`src/hw/tlu_params.svh`:
```
`ifndef TLU_PARAMS_SVH
`define TLU_PARAMS_SVH

// TRIGGER_CLK cycles per TLU bit period
`define TLU_DIVISOR 8

// TLU clock periods per trigger number readout, first one carries no data
`define TLU_BIT_PERIODS 32

// trigger number bits kept from the readout
`define TLU_NUMBER_WIDTH 31

// output word and trigger counter width
`define TLU_WORD_WIDTH 32

// trigger low timeout setting
`define TLU_TIMEOUT_WIDTH 8

`endif

```
`src/hw/tlu_pkg.sv`:
```
`include "tlu_params.svh"

package tlu_pkg;

    // output word, also timestamp and trigger counter
    typedef logic [`TLU_WORD_WIDTH-1:0] trigger_word_t;

    // serial trigger number from the TLU
    typedef logic [`TLU_NUMBER_WIDTH-1:0] tlu_number_t;

    typedef logic [`TLU_TIMEOUT_WIDTH-1:0] timeout_t; // cycles waiting for trigger low

    // 0,1 simple, 2 handshake, 3 handshake with number readout
    typedef logic [1:0] trigger_mode_t;

    typedef enum logic [2:0]
    {
        idle             = 3'b000,
        send_command     = 3'b001,
        wait_trigger_low = 3'b010,
        send_tlu_clock   = 3'b011,
        latch_data       = 3'b100,
        wait_ack         = 3'b101
    } tlu_state_t;

endpackage

```
`src/hw/tlu_timebase.sv`:
```
`timescale 1ns/100ps
`include "tlu_params.svh"

module tlu_timebase import tlu_pkg::*;
(
    input  logic          TRIGGER_CLK,
    input  logic          RESET,
    input  logic          tlu_reset_flag,
    input  logic          accept,
    input  logic          counter_set,
    input  trigger_word_t counter_set_value,
    output trigger_word_t timestamp,
    output trigger_word_t trigger_count
);

    // free running, TLU reset restarts it
    always_ff @(posedge TRIGGER_CLK)
    begin
        if (RESET || tlu_reset_flag)
            timestamp <= '0;
        else
            timestamp <= timestamp + `TLU_WORD_WIDTH'(1);
    end

    always_ff @(posedge TRIGGER_CLK)
    begin
        if (RESET)
            trigger_count <= '0;
        else if (counter_set) // preset wins over a trigger in the same cycle
            trigger_count <= counter_set_value;
        else if (accept)
            trigger_count <= trigger_count + `TLU_WORD_WIDTH'(1);
    end

    // any counter change comes from a preset or one accepted trigger
    assert property (@(posedge TRIGGER_CLK) disable iff (RESET)
        (trigger_count != $past(trigger_count)) |->
            (($past(counter_set) && trigger_count == $past(counter_set_value)) ||
             ($past(accept) && !$past(counter_set) &&
              trigger_count == trigger_word_t'($past(trigger_count) + 1'b1))))
        else $error("trigger counter changed without preset or accept");

endmodule

```
`src/hw/tlu_number_capture.sv`:
```
`timescale 1ns/100ps
`include "tlu_params.svh"

module tlu_number_capture import tlu_pkg::*;
(
    input  logic        TRIGGER_CLK,
    input  logic        RESET,
    input  logic        trigger,
    input  logic        period_start,
    input  logic        sample_strobe,
    input  logic        msb_first,
    output tlu_number_t tlu_number
);

    localparam int strobe_w = $clog2(`TLU_BIT_PERIODS);

    logic                armed;      // inside a readout sequence
    logic [strobe_w-1:0] strobe_cnt; // strobes seen since period_start
    logic                data_bit;   // strobe of a period that carries a bit
    tlu_number_t         shift_q;

    assign data_bit = sample_strobe && (strobe_cnt != '0);

    always_ff @(posedge TRIGGER_CLK)
    begin
        if (RESET)
        begin
            armed      <= 1'b0;
            strobe_cnt <= '0;
        end
        else if (period_start)
        begin
            armed      <= 1'b1;
            strobe_cnt <= '0;
        end
        else if (sample_strobe)
        begin
            strobe_cnt <= strobe_cnt + 1'b1;
            if (strobe_cnt == strobe_w'(`TLU_BIT_PERIODS - 1))
                armed <= 1'b0; // last period sampled
        end
    end

    // first period is only the TLU start clock, its sample is dropped
    always_ff @(posedge TRIGGER_CLK)
    begin
        if (period_start)
            shift_q <= '0;
        else if (data_bit)
        begin
            if (msb_first)
                shift_q <= {shift_q[`TLU_NUMBER_WIDTH-2:0], trigger}; // first bit ends at the top
            else
                shift_q <= {trigger, shift_q[`TLU_NUMBER_WIDTH-1:1]}; // first bit ends at bit 0
        end
    end

    assign tlu_number = shift_q;

    // the FSM must open a sequence before it strobes data
    assert property (@(posedge TRIGGER_CLK) disable iff (RESET)
        sample_strobe |-> armed)
        else $error("sample strobe outside a readout sequence");

endmodule

```
`src/hw/tlu_handshake_fsm.sv`:
```
`timescale 1ns/100ps
`include "tlu_params.svh"

module tlu_handshake_fsm import tlu_pkg::*;
(
    input  logic          TRIGGER_CLK,
    input  logic          RESET,
    input  logic          trigger,
    input  logic          trigger_enable,
    input  logic          trigger_veto,
    input  trigger_mode_t trigger_mode,
    input  timeout_t      low_time_out,
    input  logic          trigger_acknowledge,
    input  logic          fifo_acknowledge,
    output logic          accept,
    output logic          period_start,
    output logic          sample_strobe,
    output logic          latch_number,
    output logic          trigger_data_write,
    output logic          trigger_accepted_flag,
    output logic          fifo_preempt_req,
    output logic          tlu_busy,
    output logic          tlu_clock,
    output logic          low_timeout_error
);

    localparam int period_w = $clog2(`TLU_DIVISOR);
    localparam int bit_w    = $clog2(`TLU_BIT_PERIODS);

    tlu_state_t          state;
    tlu_state_t          next;
    logic                trigger_ff;
    logic                trigger_edge;
    logic                accept_ok;
    timeout_t            timeout_cnt;
    logic                timeout_hit;
    logic [period_w-1:0] period_cnt;
    logic [period_w-1:0] period_nxt;
    logic [bit_w-1:0]    bit_cnt;
    logic                period_last;
    logic                clock_done;
    logic                trigger_acked;
    logic                fifo_acked;

    always_ff @(posedge TRIGGER_CLK)
    begin
        if (RESET)
            trigger_ff <= 1'b0;
        else
            trigger_ff <= trigger;
    end

    assign trigger_edge = trigger && !trigger_ff;

    // readout side must be quiet before a new trigger
    assign accept_ok = trigger_edge && trigger_enable && !trigger_veto &&
                       !trigger_acknowledge && !fifo_acknowledge;

    // zero disables the timeout
    assign timeout_hit = (low_time_out != '0) &&
                         (timeout_cnt == timeout_t'(low_time_out - 1'b1));

    assign period_last = (period_cnt == period_w'(`TLU_DIVISOR - 1));
    assign clock_done  = period_last && (bit_cnt == bit_w'(`TLU_BIT_PERIODS - 1));
    assign period_nxt  = (state == send_tlu_clock && !period_last) ? period_cnt + 1'b1 : '0;

    always_comb
    begin
        next = state;
        case (state)
            idle:
                if (accept_ok)
                    next = trigger_mode[1] ? wait_trigger_low : send_command; // mode 1 runs as 0
            send_command:
                next = latch_data;
            wait_trigger_low:
                if (!trigger || timeout_hit)
                    next = (trigger_mode == 2'b11) ? send_tlu_clock : latch_data;
            send_tlu_clock:
                if (clock_done)
                    next = latch_data;
            latch_data:
                next = wait_ack;
            wait_ack:
                if (trigger_acked && fifo_acked)
                    next = idle;
            default:
                next = idle;
        endcase
    end

    always_ff @(posedge TRIGGER_CLK)
    begin
        if (RESET)
            state <= idle;
        else
            state <= next;
    end

    always_ff @(posedge TRIGGER_CLK)
    begin
        if (RESET)
        begin
            timeout_cnt <= '0;
            period_cnt  <= '0;
            bit_cnt     <= '0;
        end
        else
        begin
            timeout_cnt <= (state == wait_trigger_low) ? timeout_cnt + 1'b1 : '0;
            period_cnt  <= period_nxt;
            if (state != send_tlu_clock)
                bit_cnt <= '0;
            else if (period_last)
                bit_cnt <= bit_cnt + 1'b1;
        end
    end

    // acks stick until the FSM is back in idle
    always_ff @(posedge TRIGGER_CLK)
    begin
        if (RESET || state == idle)
        begin
            trigger_acked <= 1'b0;
            fifo_acked    <= 1'b0;
        end
        else
        begin
            if (trigger_acknowledge)
                trigger_acked <= 1'b1;
            if (fifo_acknowledge)
                fifo_acked <= 1'b1;
        end
    end

    always_ff @(posedge TRIGGER_CLK)
    begin
        if (RESET)
        begin
            accept                <= 1'b0;
            trigger_accepted_flag <= 1'b0;
            tlu_busy              <= 1'b0;
            fifo_preempt_req      <= 1'b0;
            trigger_data_write    <= 1'b0;
            low_timeout_error     <= 1'b0;
            tlu_clock             <= 1'b0;
        end
        else
        begin
            accept                <= (state == idle) && (next != idle);
            trigger_accepted_flag <= accept;
            tlu_busy              <= (state != idle);
            fifo_preempt_req      <= (state != idle);
            trigger_data_write    <= (state == latch_data);
            low_timeout_error     <= (state == wait_trigger_low) && trigger && timeout_hit;
            // high for the first half of each bit period
            tlu_clock <= (next == send_tlu_clock) && (period_nxt < period_w'(`TLU_DIVISOR / 2));
        end
    end

    assign sample_strobe = (state == send_tlu_clock) && period_last; // end of each period
    assign period_start  = (state == send_tlu_clock) && (period_cnt == '0) && (bit_cnt == '0);
    assign latch_number  = (state == latch_data);

    // a word is only written inside an open request
    assert property (@(posedge TRIGGER_CLK) disable iff (RESET)
        trigger_data_write |-> fifo_preempt_req)
        else $error("trigger word written without preempt request");

endmodule

```
`src/hw/trigger_word_latch.sv`:
```
`timescale 1ns/100ps
`include "tlu_params.svh"

module trigger_word_latch import tlu_pkg::*;
(
    input  logic          TRIGGER_CLK,
    input  logic          RESET,
    input  logic          accept,
    input  logic          latch_number,
    input  trigger_word_t timestamp,
    input  trigger_word_t trigger_count,
    input  tlu_number_t   tlu_number,
    input  trigger_mode_t trigger_mode,
    input  logic          write_timestamp,
    output trigger_word_t trigger_data
);

    trigger_word_t timestamp_q;
    trigger_word_t count_q;
    tlu_number_t   number_q;
    logic          ts_sel_q;  // word carries the timestamp
    logic          num_sel_q; // word carries the TLU number

    // word source frozen for the whole handshake
    always_ff @(posedge TRIGGER_CLK)
    begin
        if (RESET)
        begin
            ts_sel_q  <= 1'b0;
            num_sel_q <= 1'b0;
        end
        else if (accept)
        begin
            ts_sel_q  <= write_timestamp;
            num_sel_q <= (trigger_mode == 2'b11);
        end
    end

    always_ff @(posedge TRIGGER_CLK)
    begin
        if (accept)
        begin
            timestamp_q <= timestamp;
            count_q     <= trigger_count; // value before this trigger's increment
        end
        if (latch_number)
            number_q <= tlu_number;
    end

    // bit 31 marks a trigger word
    always_comb
    begin
        if (ts_sel_q)
            trigger_data = {1'b1, timestamp_q[`TLU_NUMBER_WIDTH-1:0]};
        else if (num_sel_q)
            trigger_data = {1'b1, number_q};
        else
            trigger_data = {1'b1, count_q[`TLU_NUMBER_WIDTH-1:0]};
    end

endmodule

```
`src/hw/tlu_controller.sv`:
```
`timescale 1ns/100ps
`include "tlu_params.svh"

module tlu_controller import tlu_pkg::*;
(
    input  logic          TRIGGER_CLK,
    input  logic          RESET,
    input  logic          trigger,
    input  logic          trigger_enable,
    input  logic          trigger_veto,
    input  trigger_mode_t trigger_mode,
    input  logic          trigger_counter_set,
    input  trigger_word_t trigger_counter_set_value,
    input  logic          write_timestamp,
    input  logic          tlu_reset_flag,
    input  logic          tlu_number_msb_first,
    input  timeout_t      tlu_low_time_out,
    input  logic          trigger_acknowledge,
    input  logic          fifo_acknowledge,
    output trigger_word_t trigger_data,
    output logic          trigger_data_write,
    output logic          trigger_accepted_flag,
    output logic          fifo_preempt_req,
    output logic          tlu_busy,
    output logic          tlu_clock,
    output logic          low_timeout_error,
    output trigger_word_t timestamp
);

    logic          accept;        // one cycle per accepted trigger
    logic          period_start;
    logic          sample_strobe;
    logic          latch_number;
    tlu_number_t   tlu_number;
    trigger_word_t trigger_count;

    tlu_handshake_fsm u_fsm
    (
        .TRIGGER_CLK           (TRIGGER_CLK),
        .RESET                 (RESET),
        .trigger               (trigger),
        .trigger_enable        (trigger_enable),
        .trigger_veto          (trigger_veto),
        .trigger_mode          (trigger_mode),
        .low_time_out          (tlu_low_time_out),
        .trigger_acknowledge   (trigger_acknowledge),
        .fifo_acknowledge      (fifo_acknowledge),
        .accept                (accept),
        .period_start          (period_start),
        .sample_strobe         (sample_strobe),
        .latch_number          (latch_number),
        .trigger_data_write    (trigger_data_write),
        .trigger_accepted_flag (trigger_accepted_flag),
        .fifo_preempt_req      (fifo_preempt_req),
        .tlu_busy              (tlu_busy),
        .tlu_clock             (tlu_clock),
        .low_timeout_error     (low_timeout_error)
    );

    tlu_timebase u_timebase
    (
        .TRIGGER_CLK       (TRIGGER_CLK),
        .RESET             (RESET),
        .tlu_reset_flag    (tlu_reset_flag),
        .accept            (accept),
        .counter_set       (trigger_counter_set),
        .counter_set_value (trigger_counter_set_value),
        .timestamp         (timestamp),
        .trigger_count     (trigger_count)
    );

    // trigger line doubles as the serial data line in mode 3
    tlu_number_capture u_capture
    (
        .TRIGGER_CLK   (TRIGGER_CLK),
        .RESET         (RESET),
        .trigger       (trigger),
        .period_start  (period_start),
        .sample_strobe (sample_strobe),
        .msb_first     (tlu_number_msb_first),
        .tlu_number    (tlu_number)
    );

    trigger_word_latch u_latch
    (
        .TRIGGER_CLK     (TRIGGER_CLK),
        .RESET           (RESET),
        .accept          (accept),
        .latch_number    (latch_number),
        .timestamp       (timestamp),
        .trigger_count   (trigger_count),
        .tlu_number      (tlu_number),
        .trigger_mode    (trigger_mode),
        .write_timestamp (write_timestamp),
        .trigger_data    (trigger_data)
    );

endmodule

```
`config.mk`:
```
export PLATFORM = sky130hd
export DESIGN_NAME = tlu_controller
export DESIGN_NICKNAME = d
export VERILOG_FILES = /design/src/hw/tlu_pkg.sv /design/src/hw/tlu_timebase.sv /design/src/hw/tlu_number_capture.sv /design/src/hw/tlu_handshake_fsm.sv /design/src/hw/trigger_word_latch.sv /design/src/hw/tlu_controller.sv
export VERILOG_INCLUDE_DIRS = /design/src /design/src/hw
export SDC_FILE = /design/constraint.sdc
export NUM_CORES = 1
export LEC_CHECK = 0
export BUFFER_PORTS_ARGS = -buffer_cell sky130_fd_sc_hd__buf_4
export CAP_MARGIN = 20
export CORE_MARGIN = 4
export CORE_UTILIZATION = 45
export DETAILED_ROUTE_END_ITERATION = 12
export PLACE_DENSITY = 0.7
export SLEW_MARGIN = 5
export SYNTH_ARGS = -nofsm -noshare
export SYNTH_HDL_FRONTEND = slang
export SYNTH_SLANG_ARGS = --single-unit
```
`constraint.sdc`:
```
create_clock -name TRIGGER_CLK -period 4.6 [get_ports TRIGGER_CLK]
set_clock_uncertainty 0.05 [all_clocks]
set_input_delay 0.23 -clock TRIGGER_CLK [delete_from_list [all_inputs] [get_ports TRIGGER_CLK]]
set_output_delay 0.23 -clock TRIGGER_CLK [all_outputs]
set_load 0.03 [all_outputs]
```
* Yosys cells after proc, flatten, opt, wreduce, memory -nomap -nowiden
Index checks and enable logic that the tools add are counted.
Word-level totals: register bits 223, bits in latches 0, bits in writable memories 0, memory bits (read-only) 0, input bits 53, output and inout port bits 70, logic and storage cells 92, memories kept 0
Operators by class: $add $sub $neg 7, $mul 0, div/mod/pow operators 0, magnitude comparators 1, equality and inequality tests 11, shifts and indexed selects 0, mux-type cells 13, bitwise operators 1, reductions and logical operators 37
Operator list (count):
- two-way mux 31 bit | 3
- adder 32 x 1 -> 32 bit, second input constant | 2
- two-way mux 32 bit | 2
- two-way mux 3 bit | 6
- case mux 3 bit (6 select lines) | 1
- logical AND 1 bit | 17
- adder 5 x 1 -> 5 bit, second input constant | 2
- == test 3 x 2 -> 1 bit, second input constant | 3
- == test 3 bit, second input constant | 3
- adder 8 x 1 -> 8 bit, second input constant | 1
- == test 8 bit | 1
- nonzero test 8 bit | 1
- subtractor 8 x 1 -> 8 bit, second input constant | 1
- zero test 1 bit | 6
- zero test 3 bit | 2
- nonzero test 3 bit | 2
- OR reduction 2 bit | 3
- == test 5 bit, second input constant | 1
- zero test 5 bit | 1
- nonzero test 5 bit | 1
- adder 3 x 1 -> 3 bit, second input constant | 1
- == test 3 x 1 -> 1 bit, second input constant | 1
- logical OR 1 bit | 3
- less-than comparator 3 bit, second input constant | 1
- 5 further kinds | 5

* Longest topological paths before layout
Gate-level depths: netlist (run 1).
depth in word-level cells 10, mapped depth 10, gate-level depth less buffers 8

* By module
From an unflattened synthesis (run 1), not the netlist that was laid out.
Second synthesis, totals: cell total of the unflattened synthesis 978, area total of the unflattened synthesis 10397.5 µm²
By module, submodules not included:
- trigger_word_latch | instances 1, cells an instance 206, area an instance 3567.2 µm², sequential area each 2832.7 µm²
- tlu_timebase | instances 1, cells an instance 426, area an instance 3444.6 µm², sequential area each 1281.2 µm²
- tlu_number_capture | instances 1, cells an instance 168, area an instance 1823.0 µm², sequential area each 720.7 µm²
- tlu_handshake_fsm | instances 1, cells an instance 178, area an instance 1562.7 µm², sequential area each 560.5 µm²

* Least setup slack after synthesis (run 1)
Ideal clock, no wire load.
path type register to register, from register u_fsm.accept, to register u_timebase.trigger_count[25], setup time 86 ps, data arrival time 3299 ps, required time 4464 ps, slack 1165 ps, cell stages (with the launch flop) 8, buffers on the path 1, clock period less this slack 3435 ps, cells stage by stage dfxtp_1 buf_2 nand4_1 or4_1 nor4_4 nand3_1 xor2_1 a211oi_1
On the way: longest elaborated chain between the ends 1
Ends and longest elaborated chain:
- from (decl) | RTL line tlu_handshake_fsm.sv:15 | output logic accept,
- from (signal assigned) | RTL line tlu_handshake_fsm.sv:150 | accept <= (state == idle) && (next != idle);
- nonzero test 2 bit (no source line)
- to (signal assigned) | RTL line tlu_timebase.sv:30 | trigger_count <= counter_set_value;
- to (signal assigned) | RTL line tlu_timebase.sv:32 | trigger_count <= trigger_count + `TLU_WORD_WIDTH'(1);
- to (decl) | RTL line tlu_timebase.sv:13 | output trigger_word_t trigger_count
No other way between the ends. A chain may end at the register's enable or synchronous reset.

* Worst setup path after layout (run 1)
from register u_fsm.period_cnt[0], to register u_capture.shift_q[14], in the netlist u_capture.tlu_number[14]
On the way: longest elaborated chain between the ends 3, elaborated cells between the ends (all ways) 6, classes of those cells eq/ne: 1; reduce/logical: 5
Ends and longest elaborated chain:
- from (decl) | RTL line tlu_handshake_fsm.sv:37 | logic [period_w-1:0] period_cnt;
- from (signal assigned) | RTL line tlu_handshake_fsm.sv:111 | period_cnt <= period_nxt;
- == test 3 bit or zero test 3 bit (tied branches) | RTL line tlu_handshake_fsm.sv:63, tlu_handshake_fsm.sv:162
- logical AND 1 bit, on equally long branches | RTL line tlu_handshake_fsm.sv:161, tlu_handshake_fsm.sv:162
- logical AND 1 bit, on equally long branches | RTL line tlu_number_capture.sv:22, tlu_handshake_fsm.sv:162
- to (signal assigned) | RTL line tlu_number_capture.sv:52 | shift_q <= {shift_q[`TLU_NUMBER_WIDTH-2:0], trigger};
- to (signal assigned) | RTL line tlu_number_capture.sv:54 | shift_q <= {trigger, shift_q[`TLU_NUMBER_WIDTH-1:1]};
- to (decl) | RTL line tlu_number_capture.sv:20 | tlu_number_t shift_q;
Parallel ways exist; a longest one is shown, timed or not.

==> results.py, run 1 <==
metrics = {
    "yosys": {
        "synth-compound-area-share": 0.0846,
        "ys_seq_area_frac": 0.552,
        "synth-adder-area-share": 0.0167,
        "avgSynthCellArea_um2": 10.6,
        "synth_largest_area_cell": "edfxtp_1",
        "synth_cell_types": 62,
        "synth_edf_count": 93,
        "synth_area_leaders": "edfxtp_1 (29%), dfxtp_1 (27%), mux2i_1 (7.5%)",
        "netlist_area_mm2": 0.00974,
        "synthCells": 919,
        "synth_top_area_frac": 0.287,
        "syn_nets": 985,
        "synth_simple_gate_area_share": 0.171,
        "synthMuxAreaShare": 0.0751,
        "ys.warnings.count": 0,
        "synth_xor_area_frac": 0.0675,
        "ys_async_sr_fraction": 0,
        "ys_ff_latch": 222,
        "synth_top_family_by_area": "simple AND/OR/NAND/NOR gates",
        "synth_flop_cell": "dfxtp_1",
    },
    "die": {
        "fp.dieArea_mm2": 0.0241,
        "io_pins": 123,
        "coreArea_mm2": 0.0212,
        "rows": 53,
        "die_h_um": 155,
        "die_x_um": 155,
        "start_util": 0.460,
    },
    "sta": {
        "hold_ws_ps": 16.7,
        "period_needed_ps": 2720,
        "worst_slew_pin_slew_ps": 1080,
        "fin_crit_sh": 0.592,
        "maxSlewHeadroom": 0.282,
        "slew_viol_final": 0,
        "setup_violations": 0,
        "fin_tns_setup_ps": 0,
        "fmax_mhz": 367,
        "rsz0062_at_grt": "false",
        "hold_viol": 0,
    },
    "setup_path": {
        "crit_path_end_kind": "flip-flop",
        "path_max_fanout": 62,
        "worstSetupPathType": "flip-flop to flip-flop",
        "cp.required_ps": 4980,
        "worst-r2r-setup-slack_ps": 1880,
        "crit_arrival_ps": 3100,
        "cp-start-kind": "flip-flop",
        "r2r.worst_path.cells": 6,
        "reg2reg_from": "u_fsm.period_cnt[0]",
        "reg2reg_to": "u_capture.tlu_number[14]",
    },
    "clock_tree": {
        "cts_setup_buffers": 0,
        "cts-root-buf": "clkbuf_16",
        "cts.sinks": 222,
        "clk_path_buf_depth": 3,
        "clk_latency_ps": 520,
        "tritoncts": "yes",
        "cts_max_level": 1,
        "numCtsBuffers": 24,
        "clk_pin_slew_ps": 60,
    },
    "placed_design": {
        "portBuffers": 120,
        "dp_hpwl_um": 14300,
        "gp_congestion": 0.825,
    },
    "detailed_routing": {
        "num_vias": 6969,
        "drtIter0Drc": 370,
        "wl_per_cell_um": 15.8,
        "dr.pass1.iters": 5,
        "antenna_left": 0,
        "drt_wl_total_um": 21100,
        "viasPerCell": 5.21,
        "post-route-drc-count": 0,
    },
    "min_path": {
        "holdPathStages": 3,
        "min_from": "trigger_counter_set_value[21]",
        "min_path_type": "input port to flip-flop",
        "min_to": "u_timebase.trigger_count[21]",
    },
    "finish": {
        "fin_nets": 1109,
        "syn2layout_area_growth_pct": 22.3,
        "drive_gt1_frac": 0.172,
    },
    "global_routing": {
        "grt_pass1_vias": 6549,
        "grt_pass1_wl_um": 33500,
        "grt_max_degree": 64,
        "gr-total-overflow": 0,
        "grt_util_all_layers": 0.170,
        "antenna_found_initial": 1,
    },
    "flow_run": {
        "drv_cap": 0,
    },
    "power": {
        "power_leakage_nw": 4.38,
        "power.density_mw_per_mm2": 387,
        "peakVddDrop_v": 0.000265,
    },
    "run_status": {
        "status": "completed",
    },
}
power breakdown:
group / internal (mW) / switching, mW
Combinational: 0.192 / 0.278
Sequential: 2.18 / 0.0831
Clock: 1.13 / 0.748
cell families after synthesis:
family,after synthesis
compound gates,128
mux,73
other cells,1
xor+xnor,75
flops,222
fa+ha+maj,13
buf+inv,78
simple gates,329
critical path, cell delays in order (launching register included):
cell      delay (ps)
dfxtp_1          350
ha_1             170
ha_1             440
and2_1           330
o41a_2           900
nor2_1           110
a211oi_1         260
routing by layer:
layer	wire length, um	vias up	global-route usage
li1	-	3529	-
met1	9940	3238	0.241
met2	9510	173	0.272
met3	1270	29	0.0348
met4	371	0	0.0353
met5	0	-	0
timing repair:
item | CTS | global route
endpoints found under the hold margin | 30 | 0
hold buffers | 31 | 0
gates resized for setup | 0 | 0
sequential cells by signal, indices dropped and copies added (netlist names):
name,count
u_fsm.trigger_data_write,1
u_fsm.bit_cnt,5
u_capture.strobe_cnt,5
u_fsm.trigger_accepted_flag,1
u_fsm.state,3
u_timebase.trigger_count,31
u_timebase.timestamp,32
u_fsm.trigger_acked,1
u_latch.num_sel_q,1
u_fsm.accept,1
u_latch.count_q,31
u_fsm.trigger_ff,1
u_capture.tlu_number,31
u_fsm.tlu_clock,1
u_latch.timestamp_q,31
u_fsm.fifo_preempt_req,1
u_fsm.period_cnt,3
u_fsm.timeout_cnt,8
u_fsm.fifo_acked,1
u_fsm.low_timeout_error,1
u_latch.number_q,31
u_latch.ts_sel_q,1
how the worst max path moves through the flow:
stage,slack [ps],cells past startpoint,start,endpoint
after global placement,2010,6,u_fsm.period_cnt[0],u_capture.tlu_number[5]
final,1880,6,u_fsm.period_cnt[0],u_capture.tlu_number[14]
after detailed placement,1880,6,u_fsm.period_cnt[0],u_capture.tlu_number[4]
after CTS,1840,6,u_fsm.period_cnt[0],u_capture.tlu_number[14]
after floorplan,1170,7,u_fsm.accept,u_timebase.trigger_count[25]
after global routing,1630,6,u_fsm.period_cnt[0],u_capture.tlu_number[4]
synth_stat cells (4+ instances only):
library cell  number
a211oi_1          50
a21oi_1           21
and2_1             4
and3_1            12
buf_2             11
clkbuf_1          43
dfxtp_1          129
edfxtp_1          93
ha_1              13
inv_1             18
mux2i_1           73
nand2_1           67
nand3_1           26
nand4_1           21
nor2_1           125
nor2b_1            4
nor3_1            18
nor3b_1            8
nor4_1             4
o21ai_0           42
or3_1              7
xnor2_1           25
xor2_1            50
cells in the final DEF (no fill, tap or decap), drive strengths merged, types with 31 or more instances in the layout:
cell type    count
dfxtp          129
nor2           126
buf            125
edfxtp          93
mux2i           73
nand2           67
xor2            50
a211oi          50
o21ai           42
clkbuf          35
dlygate4sd3     31
through the flow:
step                      utilization  setup WS, ps  instances  instance area (um2)  total power [mW]
after floorplan                     -          1170        919                 9740              2.57
after global placement          0.510          2010       1260                10800              2.74
after detailed placement        0.510          1880       1260                10800              2.75
after CTS                       0.562          1840       1335                11900              4.65
after global routing            0.563          1630       1337                11900              4.78
final                           0.563          1880       1337                11900              4.61
cell type report:
cell class | instances | area, um2
tap | 275 | 344
antenna | 1 | 2.50
clock buffer | 35 | 672
sequential | 222 | 5380
multi-input combinational | 619 | 4060
fill | 1769 | 9250
timing repair buffer | 156 | 1260
clock inverter | 9 | 111
inverter | 20 | 75.1
No activity file was read; power rests on OpenSTA's default activity.
==> run 2, diff against run 1 <==
- ABC_AREA: not set -> 1
- PLACE_DENSITY: 0.7 -> 0.69
- clock period: 4.6 -> 2.7 ns (I/O delays scaled with it)
==> run 2 against run 1 <==
Critical path depth fell by 2; combinational power rose by 74%; final area rose by 5.7%; die area rose by 4.8%; sequential power rose by 70%; hold slack improved by 5.8 ps; global-route usage rose by 2.5 points; core utilization rose by 0.69 points.
==> results.py, run 2 <==
metrics = {
    "run_status": {
        "status": "completed",
    },
    "setup_path": {
        "crit_path_end_kind": "primary output",
        "cp.required_ps": 2520,
        "path_max_fanout": 21,
        "reg2reg_from": "u_fsm.period_cnt[0]",
        "worstSetupPathType": "flip-flop to primary output",
        "r2r.worst_path.cells": 7,
        "cp-start-kind": "flip-flop",
        "reg2reg_to": "u_capture.tlu_number[17]",
        "worst-r2r-setup-slack_ps": 540,
        "crit_arrival_ps": 2030,
    },
    "flow_run": {
        "drv_cap": 0,
    },
    "clock_tree": {
        "clk_pin_slew_ps": 60,
        "cts-root-buf": "clkbuf_16",
        "clk_latency_ps": 510,
        "ctsResizeCount": 0,
        "cts_setup_buffers": 0,
        "cts.sinks": 222,
        "tritoncts": "yes",
        "clk_path_buf_depth": 3,
        "numCtsBuffers": 23,
        "cts_max_level": 1,
    },
    "finish": {
        "postLayoutCellArea_mm2": 0.0126,
        "layout_commonest_cell": "nand2_1",
        "fin_cells": 1620,
        "fill_cells": 1947,
        "multi_input_area_mm2": 0.00412,
        "regMostFlops": "u_timebase.timestamp",
        "seq_area_mm2": 0.00538,
        "largest_reg_flops": 32,
        "most-common-layout-cells": "nand2_1 (198), nor2_1 (148), buf_4 (133)",
        "drive_gt1_frac": 0.164,
        "fin_nets": 1388,
        "syn2layout_area_growth_pct": 23.1,
    },
    "sta": {
        "slew_viol_final": 0,
        "fmax_mhz": 451,
        "hold_viol": 0,
        "rsz0062_at_grt": "false",
        "maxSlewHeadroom": 0.440,
        "fin_crit_sh": 0.821,
        "setup_violations": 0,
        "period_needed_ps": 2220,
        "fin_tns_setup_ps": 0,
        "hold_ws_ps": 22.5,
        "worst_slew_pin_slew_ps": 840,
    },
    "yosys": {
        "synth_flop_cell": "dfxtp_1",
        "synth_edf_count": 93,
        "avgSynthCellArea_um2": 8.77,
        "yosysMostFrequentCell": "nand2_1",
        "synth_area_leaders": "edfxtp_1 (27%), dfxtp_1 (25%), nand2_1 (7.3%)",
        "synthCells": 1166,
        "synth_common_cells": "nand2_1 (198), nor2_1 (148), dfxtp_1 (129)",
        "synth_cell_types": 45,
        "synth_top_area_frac": 0.273,
        "netlist_area_mm2": 0.0102,
        "ys_seq_area_frac": 0.526,
        "ys_ff_latch": 222,
        "syn_nets": 1232,
        "ys.warnings.count": 0,
        "ys_async_sr_fraction": 0,
        "synth_largest_area_cell": "edfxtp_1",
    },
    "detailed_routing": {
        "viasPerCell": 5.19,
        "wl_met1_um": 11800,
        "drt_wl_total_um": 25400,
        "route.met2.wl_um": 11700,
        "met3_wirelength_um": 1470,
        "antenna_left": 0,
        "drtIter0Drc": 558,
        "wl_per_cell_um": 15.7,
        "routed.top_layer": "met4",
        "post-route-drc-count": 0,
        "dr.pass1.iters": 5,
        "num_vias": 8415,
    },
    "min_path": {
        "min_to": "u_timebase.trigger_count[15]",
        "holdPathStages": 3,
        "min_path_type": "input port to flip-flop",
        "min_from": "trigger_counter_set",
    },
    "placed_design": {
        "dpl.cell_count": 1531,
        "detailed_place.area_mm2": 0.0113,
        "gp_congestion": 0.861,
        "dp_hpwl_um": 17900,
        "portBuffers": 120,
    },
    "die": {
        "coreArea_mm2": 0.0221,
        "io_pins": 123,
        "fp.dieArea_mm2": 0.0252,
        "rows": 54,
        "die_x_um": 159,
        "start_util": 0.463,
        "die_h_um": 159,
    },
    "global_routing": {
        "antenna_found_initial": 1,
        "gr-total-overflow": 0,
        "grt_pass1_vias": 7961,
        "grt_util_all_layers": 0.195,
        "grt_pass1_wl_um": 41000,
        "grt_max_degree": 67,
    },
    "power": {
        "power_leakage_nw": 4.96,
        "p_total_mw": 7.90,
        "power.density_mw_per_mm2": 628,
        "peakVddDrop_v": 0.000385,
    },
}
-- run 2: worst max-delay path by stage --
stage	end	slack, ps	start	depth (start not counted)
2_1_floorplan	u_timebase.trigger_count[8]	280	u_fsm.accept	5
5_1_grt	u_capture.tlu_number[26]	380	u_fsm.period_cnt[0]	7
3_3_place_gp	u_capture.tlu_number[26]	650	u_fsm.period_cnt[0]	7
3_5_place_dp	u_capture.tlu_number[17]	570	u_fsm.period_cnt[0]	7
4_1_cts	trigger_data[20]	480	u_latch.ts_sel_q	5
6_report	trigger_data[19]	480	u_latch.ts_sel_q	4
-- run 2: report_power, final --
| group | internal (mW) | total [mW] | leakage [nW] | switching (mW) |
|---|---|---|---|---|
| Sequential | 3.70 | 3.85 | 1.92 | 0.147 |
| Clock | 1.95 | 3.24 | 0.379 | 1.29 |
| Combinational | 0.324 | 0.817 | 2.66 | 0.493 |
| Total | 5.98 | 7.90 | 4.96 | 1.93 |
-- run 2: area by class of cell --
cell class,instances,area share
tap,280,0.0278
timing repair buffer,179,0.116
sequential,222,0.427
clock inverter,12,0.0113
inverter,133,0.0397
clock buffer,30,0.0503
antenna,1,0.000199
multi-input combinational,763,0.328
-- run 2: critical path, cell delays in order (launching register included) --
cell	delay (ps)
dfxtp_1	320
inv_1	420
nor2_1	170
a21oi_1	370
buf_4	240
-- run 2: cell families (layout without fill, tap and decap cells) --
family,after synthesis,after routing,synth area share
XOR/XNOR,44,44,0.0377
AND/OR/NAND/NOR,479,479,0.216
buffers and inverters,181,354,0.0722
AO/OA/AOI/OAI,226,226,0.132
other,1,2,0.000367
adder cells (fa/ha/maj),13,13,0.0159
flip-flops,222,222,0.526
-- run 2: through the flow --
| step | worst slack [ps] | utilization |
|---|---|---|
| floorplan | 285 | - |
| global route | 380 | 0.570 |
| finish | 485 | 0.570 |
| CTS | 483 | 0.570 |
| global placement | 649 | 0.514 |
| detailed placement | 567 | 0.514 |
-- run 2: routing by layer --
| layer | global-route usage | up-vias |
|---|---|---|
| met5 | 0 | - |
| met4 | 0.0458 | 0 |
| met3 | 0.0319 | 36 |
| met2 | 0.319 | 225 |
| met1 | 0.273 | 3923 |
| li1 | - | 4231 |
-- run 2: timing repair --
item / in CTS / in global routing
hold buffers: 46 / 0
setup endpoints to repair: 0 / 0
endpoints found under the hold margin: 44 / 0
==> run 3, diff against run 2 <==
- ABC_AREA: 1 -> 0
- PLACE_DENSITY: 0.69 -> 0.72
- clock period: 2.7 -> 1.91 ns (I/O delays scaled with it)
==> run 3 against run 2 <==
The run now ends with negative setup slack left; total power up 43%; final cell count down 12%; core utilization up 5.0 points; wire length decreased by 3.0%; clock power grew 39%; critical path depth grew 4; first-iteration DRC count fell by 29%; final area is 4.2% higher; setup slack got worse by 520 ps.
==> results.py, run 3 (synthesis results as in run 1) <==
metrics = {
    "detailed_routing": {
        "dr.pass1.iters": 5,
        "wl_per_cell_um": 17.3,
        "antenna_left": 0,
        "viasPerCell": 5.29,
        "num_vias": 7549,
        "drtIter0Drc": 396,
        "wl_met1_um": 10100,
        "met3_wirelength_um": 1290,
        "routed.top_layer": "met4",
        "route.met2.wl_um": 12500,
        "post-route-drc-count": 0,
        "drt_wl_total_um": 24700,
    },
    "sta": {
        "hold_ws_ps": 51.7,
        "setup_violations": 4,
        "worst_slew_pin_slew_ps": 675,
        "slew_viol_final": 0,
        "fmax_mhz": 514,
        "fin_crit_sh": 1.02,
        "fin_tns_setup_ps": -90.1,
        "maxSlewHeadroom": 0.550,
        "fin_ws_ps": -34.0,
        "rsz0062_at_grt": "true",
        "hold_viol": 0,
        "period_needed_ps": 1940,
    },
    "finish": {
        "antenna_cells": 0,
        "final_util": 0.620,
        "fin_cells": 1428,
        "regMostFlops": "u_timebase.timestamp",
        "postLayoutCellArea_mm2": 0.0131,
        "fin_nets": 1202,
        "syn2layout_area_growth_pct": 34.7,
        "largest_reg_flops": 32,
        "fill_cells": 1638,
        "layout_commonest_cell": "buf_4",
        "most-common-layout-cells": "buf_4 (199), nor2_1 (124), dfxtp_1 (95)",
        "drive_gt1_frac": 0.303,
    },
    "clock_tree": {
        "cts_max_level": 1,
        "clk_pin_slew_ps": 60,
        "clk_latency_ps": 520,
        "tritoncts": "yes",
        "numCtsBuffers": 23,
        "cts-root-buf": "clkbuf_16",
        "cts.sinks": 222,
        "clk_path_buf_depth": 3,
    },
    "setup_path": {
        "crit_path_end_kind": "flip-flop",
        "cp-start-kind": "flip-flop",
        "path_max_fanout": 4,
        "crit_arrival_ps": 2310,
        "worst-r2r-setup-slack_ps": -30,
        "r2r.worst_path.cells": 8,
        "worstSetupPathType": "flip-flop to flip-flop",
        "cp.required_ps": 2280,
        "reg2reg_to": "u_timebase.trigger_count[27]",
        "reg2reg_from": "u_timebase.trigger_count[0]",
    },
    "min_path": {
        "holdPathStages": 5,
        "min_from": "trigger_mode[1]",
        "min_path_type": "input port to flip-flop",
        "min_to": "u_fsm.state[1]",
    },
    "power": {
        "p_switching_mw": 2.81,
        "p_int_mw": 8.46,
        "p_total_mw": 11.3,
        "peakVddDrop_v": 0.000601,
        "comb_power_share": 0.122,
        "power_frac_clock": 0.398,
        "switching_share": 0.250,
        "power_leakage_nw": 4.97,
        "seqPwrFrac": 0.479,
        "power.density_mw_per_mm2": 860,
    },
    "die": {
        "start_util": 0.460,
        "die_h_um": 155,
        "rows": 53,
        "die_x_um": 155,
        "io_pins": 123,
        "fp.dieArea_mm2": 0.0241,
        "coreArea_mm2": 0.0212,
    },
    "placed_design": {
        "detailed_place.area_mm2": 0.0115,
        "gp_congestion": 0.873,
        "dp_hpwl_um": 16200,
        "dpl.cell_count": 1334,
        "post-place-ws_ps": -122,
        "portBuffers": 120,
    },
    "global_routing": {
        "grt_util_all_layers": 0.196,
        "grt_max_degree": 55,
        "antenna_found_initial": 0,
        "gr-total-overflow": 0,
        "grt_pass1_vias": 7361,
        "grt_pass1_wl_um": 38300,
    },
    "flow_run": {
        "drv_cap": 0,
    },
    "run_status": {
        "status": "complete, but fails checks",
        "failed_checks": "negative setup slack",
    },
}
run 3: cell types whose count changed in the layout (fill, tap and decap cells not counted), sizes merged, moves of 13 or more:
cell | before | now
nand2 | 205 | 67
a21oi | 106 | 21
nor2 | 165 | 126
inv | 133 | 20
a211oi | 63 | 50
xor2 | 21 | 50
o21ai | 26 | 42
a31oi | 15 | 1
mux2i | 0 | 73
buf | 133 | 209
run 3: worst max path at each step:
stage,to,startpoint,slack [ps],cells past startpoint
finish,u_timebase.trigger_count[27],u_timebase.trigger_count[0],-30,8
global route,u_timebase.trigger_count[29],u_timebase.trigger_count[0],-130,8
CTS,u_timebase.trigger_count[26],u_timebase.trigger_count[1],-90,7
detailed placement,u_timebase.trigger_count[25],u_timebase.trigger_count[7],-120,6
global placement,u_timebase.trigger_count[26],u_timebase.trigger_count[0],-40,7
floorplan,u_timebase.trigger_count[25],u_fsm.accept,-360,7
run 3: power by group through the flow:
stage / registers (mW) / logic [mW] / clock network [mW]
after floorplan: 5.49 / 0.699 / 0
after global placement: 5.48 / 1.22 / 0
after CTS: 5.40 / 1.35 / 4.58
after global routing: 5.43 / 1.48 / 4.75
after detailed placement: 5.49 / 1.24 / 0
final: 5.41 / 1.38 / 4.49
run 3: worst max-delay path, stage by stage, from the launching register on:
cell      delay, ps
dfxtp_4         370
buf_6           100
nand4_1         100
or4_4           450
nor4_4          250
buf_4           180
nand2_2          40
xor2_1          140
a211oi_1        180
run 3: cell type report:
type	count	area, um2	share of cell area
repair buffers	250	2110	0.161
flip-flops and latches	222	5470	0.417
inverters	20	75.1	0.00573
multi-input cells	619	4350	0.332
clock inverters	10	111	0.00849
well taps	275	344	0.0262
clock buffers	32	649	0.0495
run 3: timing repair:
action,4_1_cts,5_1_grt
hold buffers,40,0
buffers inserted,8,2
gates cloned,1,1
pin swaps,12,17
resized for setup,28,47
endpoints found under the hold margin,48,0
endpoints found under the setup margin,20,76
run 3: metal layers:
| layer | track usage | vias to the layer above |
|---|---|---|
| met5 | 0 | - |
| li1 | - | 3708 |
| met3 | 0.0273 | 49 |
| met4 | 0.0622 | 0 |
| met2 | 0.345 | 199 |
| met1 | 0.250 | 3593 |
